$ cat config.mk
export PLATFORM = sky130hd
export DESIGN_NAME = backendTop
export DESIGN_NICKNAME = d
export VERILOG_FILES = /design/src/logic/backendPkg.sv /design/src/logic/stageIfs.sv /design/src/logic/decodeStage.sv /design/src/logic/operandStage.sv /design/src/logic/executeStage.sv /design/src/logic/retireStage.sv /design/src/logic/backendTop.sv
export SDC_FILE = /design/constraint.sdc
export NUM_CORES = 2
export LEC_CHECK = 0
export BUFFER_PORTS_ARGS = -buffer_cell sky130_fd_sc_hd__buf_2
export CAP_MARGIN = 20
export CORE_ASPECT_RATIO = 1.2
export CORE_MARGIN = 2
export CORE_UTILIZATION = 40
export CTS_CLUSTER_DIAMETER = 60
export DETAILED_ROUTE_END_ITERATION = 10
export PLACE_DENSITY = 0.56
export SYNTH_ARGS = -nofsm -noshare
export SYNTH_HDL_FRONTEND = slang
export SYNTH_SLANG_ARGS = --single-unit
$ cat constraint.sdc
create_clock -name clk -period 13.3 [get_ports clk]
set_clock_uncertainty 0.1 [all_clocks]
set_input_delay 2.66 -clock clk [delete_from_list [all_inputs] [get_ports clk]]
set_output_delay 2.66 -clock clk [all_outputs]
set_load 0.01 [all_outputs]
$ cat src/logic/backendPkg.sv
////////////////////////////////////////////////////////////
// Shared widths, instruction field positions and types
// for the in-order integer back end
////////////////////////////////////////////////////////////
`default_nettype none

package backendPkg;

    ////////////////////////////////////////////////////////////
    // Widths
    localparam int DATA_W     = 32;                 // Datapath width
    localparam int REG_CNT    = 16;                 // Architectural registers
    localparam int REG_W      = $clog2(REG_CNT);    // Register index width
    localparam int IMM_W      = 15;                 // Raw immediate width
    localparam int SHAMT_W    = 5;                  // Shift amount bits from operand B
    localparam int PIPE_DEPTH = 4;                  // Decode, operand, execute, retire

    ////////////////////////////////////////////////////////////
    // Instruction word layout
    localparam int OP_MSB      = 31;
    localparam int OP_LSB      = 28;
    localparam int RD_MSB      = 27;
    localparam int RD_LSB      = 24;
    localparam int RS1_MSB     = 23;
    localparam int RS1_LSB     = 20;
    localparam int RS2_MSB     = 19;
    localparam int RS2_LSB     = 16;
    localparam int IMM_SEL_BIT = 15;                // 1 => immediate replaces rs2
    localparam int IMM_MSB     = 14;
    localparam int IMM_LSB     = 0;                 // Sign extended from IMM_MSB

    // Data types
    typedef logic [DATA_W-1:0] dataT;
    typedef logic [31:0]       pcT;
    typedef logic [REG_W-1:0]  regIdxT;
    typedef logic [IMM_W-1:0]  immT;
    typedef logic [31:0]       instrT;

    // ALU opcodes, 8 to 15 are illegal
    typedef enum logic [3:0] {
        OP_ADD = 4'd0,
        OP_SUB = 4'd1,
        OP_AND = 4'd2,
        OP_OR  = 4'd3,
        OP_XOR = 4'd4,
        OP_SLL = 4'd5,
        OP_SRL = 4'd6,
        OP_SRA = 4'd7                               // Highest legal opcode
    } aluOpT;

endpackage

`default_nettype wire

$ cat src/logic/stageIfs.sv
////////////////////////////////////////////////////////////
// Stage to stage interfaces: decoded uop, issued uop,
// result / bypass bus and register file read port
////////////////////////////////////////////////////////////
`timescale 1ns/1ps
`default_nettype none

// Decode to operand fetch
interface uopIf import backendPkg::*; ();
    logic   valid;      // Single cycle strobe
    pcT     pc;
    aluOpT  op;
    logic   illegal;    // Opcode 8 to 15
    regIdxT rd;         // Zero when illegal
    regIdxT rs1;
    regIdxT rs2;
    logic   useImm;
    dataT   imm;        // Already sign extended

    modport src (output valid, pc, op, illegal, rd, rs1, rs2, useImm, imm);
    modport dst (input  valid, pc, op, illegal, rd, rs1, rs2, useImm, imm);
endinterface

// Operand fetch to execute
interface issueIf import backendPkg::*; ();
    logic   valid;
    pcT     pc;
    aluOpT  op;
    logic   illegal;
    regIdxT rd;
    dataT   srcA;       // Bypassed operand A
    dataT   srcB;       // Bypassed operand B or immediate

    modport src (output valid, pc, op, illegal, rd, srcA, srcB);
    modport dst (input  valid, pc, op, illegal, rd, srcA, srcB);
endinterface

// Result of a stage, also a bypass source for operand fetch
interface resultIf import backendPkg::*; ();
    logic   valid;
    pcT     pc;
    regIdxT rd;
    logic   illegal;
    dataT   data;

    modport src    (output valid, pc, rd, illegal, data);
    modport dst    (input  valid, pc, rd, illegal, data);
    modport bypass (input  valid, rd, illegal, data);   // No pc needed for forwarding
endinterface

// Register file read, two ports, combinational
interface regReadIf import backendPkg::*; ();
    regIdxT rs1;
    regIdxT rs2;
    dataT   rdata1;
    dataT   rdata2;

    modport req (output rs1, rs2, input  rdata1, rdata2);
    modport rsp (input  rs1, rs2, output rdata1, rdata2);
endinterface

`default_nettype wire

$ cat src/logic/decodeStage.sv
////////////////////////////////////////////////////////////
// Decode stage: instruction register and field split
////////////////////////////////////////////////////////////
`timescale 1ns/1ps
`default_nettype none

module decodeStage import backendPkg::*; (
    input  logic  clk,
    input  logic  rstN,
    input  logic  exFlush,
    input  logic  instrValid,
    input  instrT instrWord,
    input  pcT    instrPc,
    uopIf.src     uop
);

    logic                   decValid;   // Decode register occupied
    instrT                  decWord;
    pcT                     decPc;
    logic [OP_MSB-OP_LSB:0] rawOp;
    immT                    rawImm;
    logic                   isIllegal;

    // Valid bit, flush drops the incoming strobe
    always_ff @(posedge clk or negedge rstN) begin
        if (!rstN) begin
            decValid <= 1'b0;
        end else begin
            decValid <= instrValid && !exFlush;
        end
    end

    always_ff @(posedge clk) begin
        if (instrValid) begin
            decWord <= instrWord;   // Payload only, no reset
            decPc   <= instrPc;
        end
    end

    ////////////////////////////////////////////////////////////
    // Field split
    assign rawOp     = decWord[OP_MSB:OP_LSB];
    assign rawImm    = decWord[IMM_MSB:IMM_LSB];
    assign isIllegal = (rawOp > OP_SRA);

    assign uop.valid   = decValid;
    assign uop.pc      = decPc;
    assign uop.op      = isIllegal ? OP_ADD : aluOpT'(rawOp);  // Keep enum in range
    assign uop.illegal = isIllegal;
    assign uop.rd      = isIllegal ? '0 : decWord[RD_MSB:RD_LSB]; // No writeback, no bypass
    assign uop.rs1     = decWord[RS1_MSB:RS1_LSB];
    assign uop.rs2     = decWord[RS2_MSB:RS2_LSB];
    assign uop.useImm  = decWord[IMM_SEL_BIT];
    assign uop.imm     = {{(DATA_W-IMM_W){rawImm[IMM_W-1]}}, rawImm};

    // Illegal strobe shows up next cycle flagged and with rd cleared
    illegalRdCleared: assert property (@(posedge clk) disable iff (!rstN)
        instrValid && !exFlush && (instrWord[OP_MSB:OP_LSB] > OP_SRA)
        |=> uop.valid && uop.illegal && (uop.rd == '0))
        else $error("illegal uop kept a destination register");

endmodule

`default_nettype wire

$ cat src/logic/operandStage.sv
////////////////////////////////////////////////////////////
// Operand fetch: register file read, bypass select and
// the issue register feeding execute
////////////////////////////////////////////////////////////
`timescale 1ns/1ps
`default_nettype none

module operandStage import backendPkg::*; (
    input  logic     clk,
    input  logic     rstN,
    input  logic     exFlush,
    uopIf.dst        uop,
    resultIf.bypass  aluNow,     // Distance 1, combinational ALU output
    resultIf.bypass  executed,   // Distance 2
    resultIf.bypass  retiring,   // Distance 3, register file not yet written
    regReadIf.req    regRd,
    issueIf.src      issue
);

    dataT   opA;
    dataT   opB;        // Before immediate select
    logic   issValid;
    pcT     issPc;
    aluOpT  issOp;
    logic   issIllegal;
    regIdxT issRd;
    dataT   issSrcA;
    dataT   issSrcB;

    // A producer matches only when valid, legal and writing a real register
    function automatic logic bypassHit(logic v, logic ill, regIdxT prodRd, regIdxT src);
        return v && !ill && (prodRd != '0) && (prodRd == src);
    endfunction

    // Newest producer wins, register 0 is hardwired
    function automatic dataT pickOperand(regIdxT src, dataT rfData);
        dataT sel;
        if (src == '0) begin
            sel = '0;
        end else if (bypassHit(aluNow.valid, aluNow.illegal, aluNow.rd, src)) begin
            sel = aluNow.data;
        end else if (bypassHit(executed.valid, executed.illegal, executed.rd, src)) begin
            sel = executed.data;
        end else if (bypassHit(retiring.valid, retiring.illegal, retiring.rd, src)) begin
            sel = retiring.data;
        end else begin
            sel = rfData;
        end
        return sel;
    endfunction

    assign regRd.rs1 = uop.rs1;
    assign regRd.rs2 = uop.rs2;

    always_comb begin
        opA = pickOperand(uop.rs1, regRd.rdata1);
        opB = pickOperand(uop.rs2, regRd.rdata2);
    end

    ////////////////////////////////////////////////////////////
    // Issue register
    always_ff @(posedge clk or negedge rstN) begin
        if (!rstN) begin
            issValid <= 1'b0;
        end else begin
            issValid <= uop.valid && !exFlush;
        end
    end

    always_ff @(posedge clk) begin
        if (uop.valid) begin
            issPc      <= uop.pc;
            issOp      <= uop.op;
            issIllegal <= uop.illegal;
            issRd      <= uop.rd;
            issSrcA    <= opA;
            issSrcB    <= uop.useImm ? uop.imm : opB;   // Immediate form
        end
    end

    assign issue.valid   = issValid;
    assign issue.pc      = issPc;
    assign issue.op      = issOp;
    assign issue.illegal = issIllegal;
    assign issue.rd      = issRd;
    assign issue.srcA    = issSrcA;
    assign issue.srcB    = issSrcB;

    // Register file and every bypass must deliver known data
    operandsKnown: assert property (@(posedge clk) disable iff (!rstN)
        issue.valid |-> !$isunknown({issue.srcA, issue.srcB}))
        else $error("unknown operand issued to execute");

endmodule

`default_nettype wire

$ cat src/logic/executeStage.sv
////////////////////////////////////////////////////////////
// Execute stage: integer ALU and execute result register
////////////////////////////////////////////////////////////
`timescale 1ns/1ps
`default_nettype none

module executeStage import backendPkg::*; (
    input  logic  clk,
    input  logic  rstN,
    input  logic  exFlush,
    issueIf.dst   issue,
    resultIf.src  aluNow,
    resultIf.src  executed
);

    logic [SHAMT_W-1:0] shamt;
    dataT               aluResult;
    logic               exValid;
    pcT                 exPc;
    regIdxT             exRd;
    logic               exIllegal;
    dataT               exData;

    assign shamt = issue.srcB[SHAMT_W-1:0];     // Low bits only

    ////////////////////////////////////////////////////////////
    // ALU
    always_comb begin
        case (issue.op)
            OP_ADD:  aluResult = issue.srcA + issue.srcB;
            OP_SUB:  aluResult = issue.srcA - issue.srcB;
            OP_AND:  aluResult = issue.srcA & issue.srcB;
            OP_OR:   aluResult = issue.srcA | issue.srcB;
            OP_XOR:  aluResult = issue.srcA ^ issue.srcB;
            OP_SLL:  aluResult = issue.srcA << shamt;
            OP_SRL:  aluResult = issue.srcA >> shamt;
            OP_SRA:  aluResult = dataT'($signed(issue.srcA) >>> shamt);  // Arithmetic
            default: aluResult = '0;
        endcase
        if (issue.illegal) begin
            aluResult = '0;     // Illegal retires with zero data
        end
    end

    // Same-cycle result, youngest bypass source
    assign aluNow.valid   = issue.valid;
    assign aluNow.pc      = issue.pc;
    assign aluNow.rd      = issue.rd;
    assign aluNow.illegal = issue.illegal;
    assign aluNow.data    = aluResult;

    // Result register
    always_ff @(posedge clk or negedge rstN) begin
        if (!rstN) begin
            exValid <= 1'b0;
        end else begin
            exValid <= issue.valid && !exFlush;
        end
    end

    always_ff @(posedge clk) begin
        if (issue.valid) begin
            exPc      <= issue.pc;
            exRd      <= issue.rd;
            exIllegal <= issue.illegal;
            exData    <= aluResult;
        end
    end

    assign executed.valid   = exValid;
    assign executed.pc      = exPc;
    assign executed.rd      = exRd;
    assign executed.illegal = exIllegal;
    assign executed.data    = exData;

endmodule

`default_nettype wire

$ cat src/logic/retireStage.sv
////////////////////////////////////////////////////////////
// Retire stage: retire register, architectural register
// file with two read ports, retire outputs
////////////////////////////////////////////////////////////
`timescale 1ns/1ps
`default_nettype none

module retireStage import backendPkg::*; (
    input  logic   clk,
    input  logic   rstN,
    input  logic   exFlush,
    resultIf.dst   executed,
    regReadIf.rsp  regRd,
    resultIf.src   retiring,
    output logic   retireValid,
    output pcT     retirePc,
    output regIdxT retireRd,
    output dataT   retireData,
    output logic   retireIllegal
);

    logic   retValid;
    pcT     retPc;
    regIdxT retRd;
    logic   retIllegal;
    dataT   retData;
    dataT   regFile [REG_CNT];
    logic   wrEn;

    // Retire register
    always_ff @(posedge clk or negedge rstN) begin
        if (!rstN) begin
            retValid <= 1'b0;
        end else begin
            retValid <= executed.valid && !exFlush;
        end
    end

    always_ff @(posedge clk) begin
        if (executed.valid) begin
            retPc      <= executed.pc;
            retRd      <= executed.rd;
            retIllegal <= executed.illegal;
            retData    <= executed.data;
        end
    end

    ////////////////////////////////////////////////////////////
    // Register file, written at the end of the retire cycle
    assign wrEn = retValid && !retIllegal && (retRd != '0);   // Flush does not block it

    always_ff @(posedge clk or negedge rstN) begin
        if (!rstN) begin
            regFile <= '{default: '0};      // Architectural state starts at zero
        end else if (wrEn) begin
            regFile[retRd] <= retData;
        end
    end

    // Reads see the old value during a write, retiring bypass covers it
    assign regRd.rdata1 = regFile[regRd.rs1];
    assign regRd.rdata2 = regFile[regRd.rs2];

    assign retiring.valid   = retValid;
    assign retiring.pc      = retPc;
    assign retiring.rd      = retRd;
    assign retiring.illegal = retIllegal;
    assign retiring.data    = retData;

    assign retireValid   = retValid;
    assign retirePc      = retPc;
    assign retireRd      = retRd;
    assign retireData    = retData;
    assign retireIllegal = retIllegal;

    zeroRegFixed: assert property (@(posedge clk) disable iff (!rstN)
        regFile[0] == '0)
        else $error("register 0 was written");

endmodule

`default_nettype wire

$ cat src/logic/backendTop.sv
////////////////////////////////////////////////////////////
// Back end top: stage chain, shared flush, busy flag
////////////////////////////////////////////////////////////
`timescale 1ns/1ps
`default_nettype none

module backendTop import backendPkg::*; (
    input  logic   clk,
    input  logic   rstN,
    input  logic   exFlush,        // Kills everything not yet at retire
    input  logic   instrValid,     // Single cycle strobe, never back-pressured
    input  instrT  instrWord,
    input  pcT     instrPc,
    output logic   retireValid,
    output pcT     retirePc,
    output regIdxT retireRd,
    output dataT   retireData,
    output logic   retireIllegal,
    output logic   pipelineBusy    // Any stage register occupied
);

    ////////////////////////////////////////////////////////////
    // Stage interconnect
    uopIf     uopBus ();            // Decode -> operand fetch
    issueIf   issueBus ();          // Operand fetch -> execute
    resultIf  aluNow ();            // Execute combinational result
    resultIf  executed ();          // Execute register
    resultIf  retiring ();          // Retire register
    regReadIf regRd ();             // Operand fetch <-> register file

    logic [PIPE_DEPTH-1:0] stageValid;

    decodeStage uDecode (
        .clk        (clk),
        .rstN       (rstN),
        .exFlush    (exFlush),
        .instrValid (instrValid),
        .instrWord  (instrWord),
        .instrPc    (instrPc),
        .uop        (uopBus)
    );

    operandStage uOperand (
        .clk      (clk),
        .rstN     (rstN),
        .exFlush  (exFlush),
        .uop      (uopBus),
        .aluNow   (aluNow),
        .executed (executed),
        .retiring (retiring),
        .regRd    (regRd),
        .issue    (issueBus)
    );

    executeStage uExecute (
        .clk      (clk),
        .rstN     (rstN),
        .exFlush  (exFlush),
        .issue    (issueBus),
        .aluNow   (aluNow),
        .executed (executed)
    );

    retireStage uRetire (
        .clk           (clk),
        .rstN          (rstN),
        .exFlush       (exFlush),
        .executed      (executed),
        .regRd         (regRd),
        .retiring      (retiring),
        .retireValid   (retireValid),
        .retirePc      (retirePc),
        .retireRd      (retireRd),
        .retireData    (retireData),
        .retireIllegal (retireIllegal)
    );

    // Oldest stage in the top bit
    assign stageValid   = {retiring.valid, executed.valid, issueBus.valid, uopBus.valid};
    assign pipelineBusy = |stageValid;

endmodule

`default_nettype wire

==> impl_metrics.yaml <==
critical_path:
  cp_common_cell: "a21o_1"
  worstPathRequired_ns: 13.68
  cp-start-kind: "register"
  worstPathArrival_ns: 6.06
  worst-setup-path-type: "register to register"
  endpoint_kind: "register"
  crit_family: "compound AO/OA/AOI/OAI gates"
  r2r_cells: 18
  crit_path_cell_trace: "buf_4, inv_2, buf_4, ha_1, and4_1, and3_1, nand2_1, nand2_1, xnor2_1, ha_1, a21o_1, a21o_1, a21o_1, a21oi_1, o22ai_1, a2111oi_0, o21ai_0, and2_1"
  crit_buf_inv: 3
  r2r_slack_ns: 7.62
  slowest_delay_ns: 0.89
  r2r-end: "uExecute.executed.data[25]"
  cp_max_fo: 38
  cp_slowest_cell: "a2111oi_0"
  cp.depth: 18
  timing.rr.start: "uOperand.issue.srcB[0]"
synthesis:
  ys.flop_type: "dfrtp_1"
  ys_seq_area_share_pct: 47.2
  synth_edf_count: 307
  synth.avg_cell_area_um2: 12.9
  syn-num-nets: 3793
  synth.distinct_cells: 89
  async_reset_ff_share_pct: 62.7
  synth-seq-cells: 823
  synth_cells: 3627
  yosys_warnings: 0
  netlist_area_um2: 46900
clock_network:
  htree_levels: 3
  tritoncts: "done"
  cts_sinks: 823
  cts-root-buf: "clkbuf_16"
  post_cts_buffers: 0
  clkLatencyLatePin_ns: 0.72
  clk_path_buf_depth: 3
  cts-resized-gates: 0
  cts_hold_buf: 0
  cts_buffers: 92
  clk_pin_slew_ns: 0.06
final_layout:
  area_delta_synth_final_pct: 10.9
  fin_cells: 5211
  antennaDiodeCount: 0
  drive_gt1_share_pct: 33.2
  final_nets: 3770
  final_area_um2: 52000
power:
  p_leak_nw: 22.4
  ir_drop_uv: 88.9
  p_per_area_nw_per_um2: 119
floorplan:
  ios: 139
  std_cell_rows: 137
  core-area_um2: 116000
  die_w_um: 317
  fp.dieH_um: 379
  initial_core_util_pct: 40.4
  die_area_um2: 120000
sta:
  slew_viol_final: 0
  tns_ns: 0
  fin_crit_ns: 5.68
  rsz0062_at_grt: "false"
  fmax_ghz: 0.176
  slew_headroom_pct: 31.0
  hold_viol: 0
  setup_viol: 0
  worstMarginPinSlew_ns: 1.03
  fin_crit_sh_pct: 42.7
grt:
  grt_usage_pct: 25.8
  gr-total-overflow: 0
  grt_pass1_vias: 32600
  grt_max_degree: 149
  grt_antenna_before_repair: 1
  grt_first_pass_wirelength_um: 228000
place:
  dpl_cell_area_um2: 48900
  numPortBuffers: 138
  hpwl_um: 98000
  gp_congestion: 0.988
  place_inst: 5039
min_path:
  hp-class: "register to register"
  hold_path.startpoint: "uRetire.regFile[510]"
  min_path_cells: 0
  hold_end: "uRetire.regFile[510]"
status:
  status: "finished clean"
detailed_routing:
  routed_wl_um: 154000
  wire_per_inst_um: 29.5
  drt-vias-per-instance: 6.22
  drc: 0
  drt_iter0_markers: 3153
  vias: 32400
  ant_nets: 0
  first_pass_iters: 6
flow_run:
  maxCapViolCount: 0
through the flow:
stage | power (mW) | setup slack, ns | utilization, % | hold WS [ns]
after floorplan | 3.33 | 7.74 | - | 0.300
after global placement | 3.63 | 7.73 | 42.1 | 0.277
after detailed placement | 3.63 | 7.78 | 42.1 | 0.282
after CTS | 6.23 | 7.80 | 44.8 | 0.297
after global routing | 6.40 | 7.31 | 44.8 | 0.306
final | 6.18 | 7.62 | 44.8 | 0.292
worst max-delay path by stage:
| stage | startpoint | end | slack [ns] |
|---|---|---|---|
| floorplan | uDecode.uop.valid | pipelineBusy | 7.74 |
| global placement | uOperand.issue.srcB[0] | uExecute.executed.data[25] | 7.73 |
| finish | uOperand.issue.srcB[0] | uExecute.executed.data[25] | 7.62 |
| detailed placement | uOperand.issue.srcB[0] | uExecute.executed.data[25] | 7.78 |
| global route | uOperand.issue.srcB[0] | uOperand.issue.srcA[31] | 7.31 |
| CTS | uOperand.issue.srcB[0] | uOperand.issue.srcA[31] | 7.80 |
synthesized netlist by cell type (all sizes together), types with 23 or more instances:
cell / number / share of area, %
edfxtp: 307 / 20
xor2: 33 / 0.62
buf: 127 / 1.3
a211oi: 26 / 0.43
xnor2: 41 / 0.77
o22ai: 35 / 0.47
inv: 86 / 0.69
clkbuf: 217 / 1.7
mux2i: 201 / 4.3
mux2: 514 / 12
o211ai: 23 / 0.38
a21oi: 114 / 1.2
a31oi: 28 / 0.37
mux4: 280 / 13
nand3: 24 / 0.26
dfrtp: 516 / 28
nor2b: 23 / 0.31
a221oi: 128 / 2.4
nand2: 153 / 1.2
o21ai: 148 / 1.6
ha: 97 / 2.6
nor2: 231 / 1.9
layer usage:
metal | global-route usage [%] | wire, um | up-vias
li1 | - | - | 13900
met1 | 35.7 | 66400 | 17100
met2 | 41.5 | 73000 | 1139
met3 | 3.69 | 9240 | 246
met4 | 8.79 | 5080 | 0
met5 | 0 | 0 | -
state kept, by name (all words and copies together) (netlist names), 32 cells and up:
| name | flops |
|---|---|
| uExecute.executed.data | 32 |
| uExecute.executed.pc | 32 |
| uDecode.decWord | 32 |
| uDecode.uop.pc | 32 |
| uRetire.retirePc | 32 |
| uOperand.issue.srcB | 32 |
| uOperand.issue.srcA | 32 |
| uOperand.issue.pc | 32 |
| uRetire.retireData | 32 |
| uRetire.regFile | 512 |
worst register-to-register path: stages, from the launching register on:
cell and delay (ns):
edfxtp_1 0.35, buf_4 0.29, inv_2 0.11, buf_4 0.42, ha_1 0.32, and4_1 0.31, and3_1 0.33, nand2_1 0.08
nand2_1 0.09, xnor2_1 0.15, ha_1 0.37, a21o_1 0.24, a21o_1 0.19, a21o_1 0.22, a21oi_1 0.13, o22ai_1 0.14
a2111oi_0 0.89, o21ai_0 0.47, and2_1 0.29
cells in the final DEF (no fill, tap or decap), drive strengths merged, types with 9 or more instances in the layout:
master | Yosys | final
a211oi | 26 | 26
mux2 | 514 | 514
o221ai | 10 | 10
o21ai | 148 | 148
ha | 97 | 97
o22ai | 35 | 35
xnor2 | 41 | 41
a31oi | 28 | 28
or3 | 10 | 10
mux2i | 201 | 201
xor2 | 33 | 33
mux4 | 280 | 280
inv | 86 | 95
a221oi | 128 | 128
nor2b | 23 | 23
nor2 | 231 | 231
and3 | 16 | 16
nand2 | 153 | 153
nor3 | 17 | 17
buf | 127 | 227
edfxtp | 307 | 307
nand4 | 9 | 9
clkinv | 0 | 28
and2 | 14 | 14
o21a | 10 | 10
nor4 | 13 | 13
dfrtp | 516 | 516
a22oi | 15 | 15
a21oi | 114 | 114
o211ai | 23 | 23
o31ai | 12 | 12
nand3 | 24 | 24
clkbuf | 217 | 130
a21o | 22 | 22
where the power goes:
part	total [mW]	leakage [nW]	internal (mW)	switching, mW
registers	2.79	10.0	2.71	0.0794
clock network	2.58	1.51	1.46	1.12
logic	0.810	10.8	0.298	0.512
cell families after synthesis:
group           synth area share, %
buf+inv                        3.73
simple gates                   5.44
flops                          47.2
fa+ha+maj                      2.63
xor+xnor                       1.38
other cells                 0.00799
compound gates                 9.55
mux                            30.1
final cells by class:
cell class,count,area [um^2]
Fill cell,10600,64200
Tap cell,1529,1910
Timing Repair Buffer,227,1420
Inverter,86,323
Clock inverter,42,472
Multi-Input combinational cell,2374,23100
Clock buffer,130,2600
Sequential cell,823,22100
(Power assumes the default switching activity.)
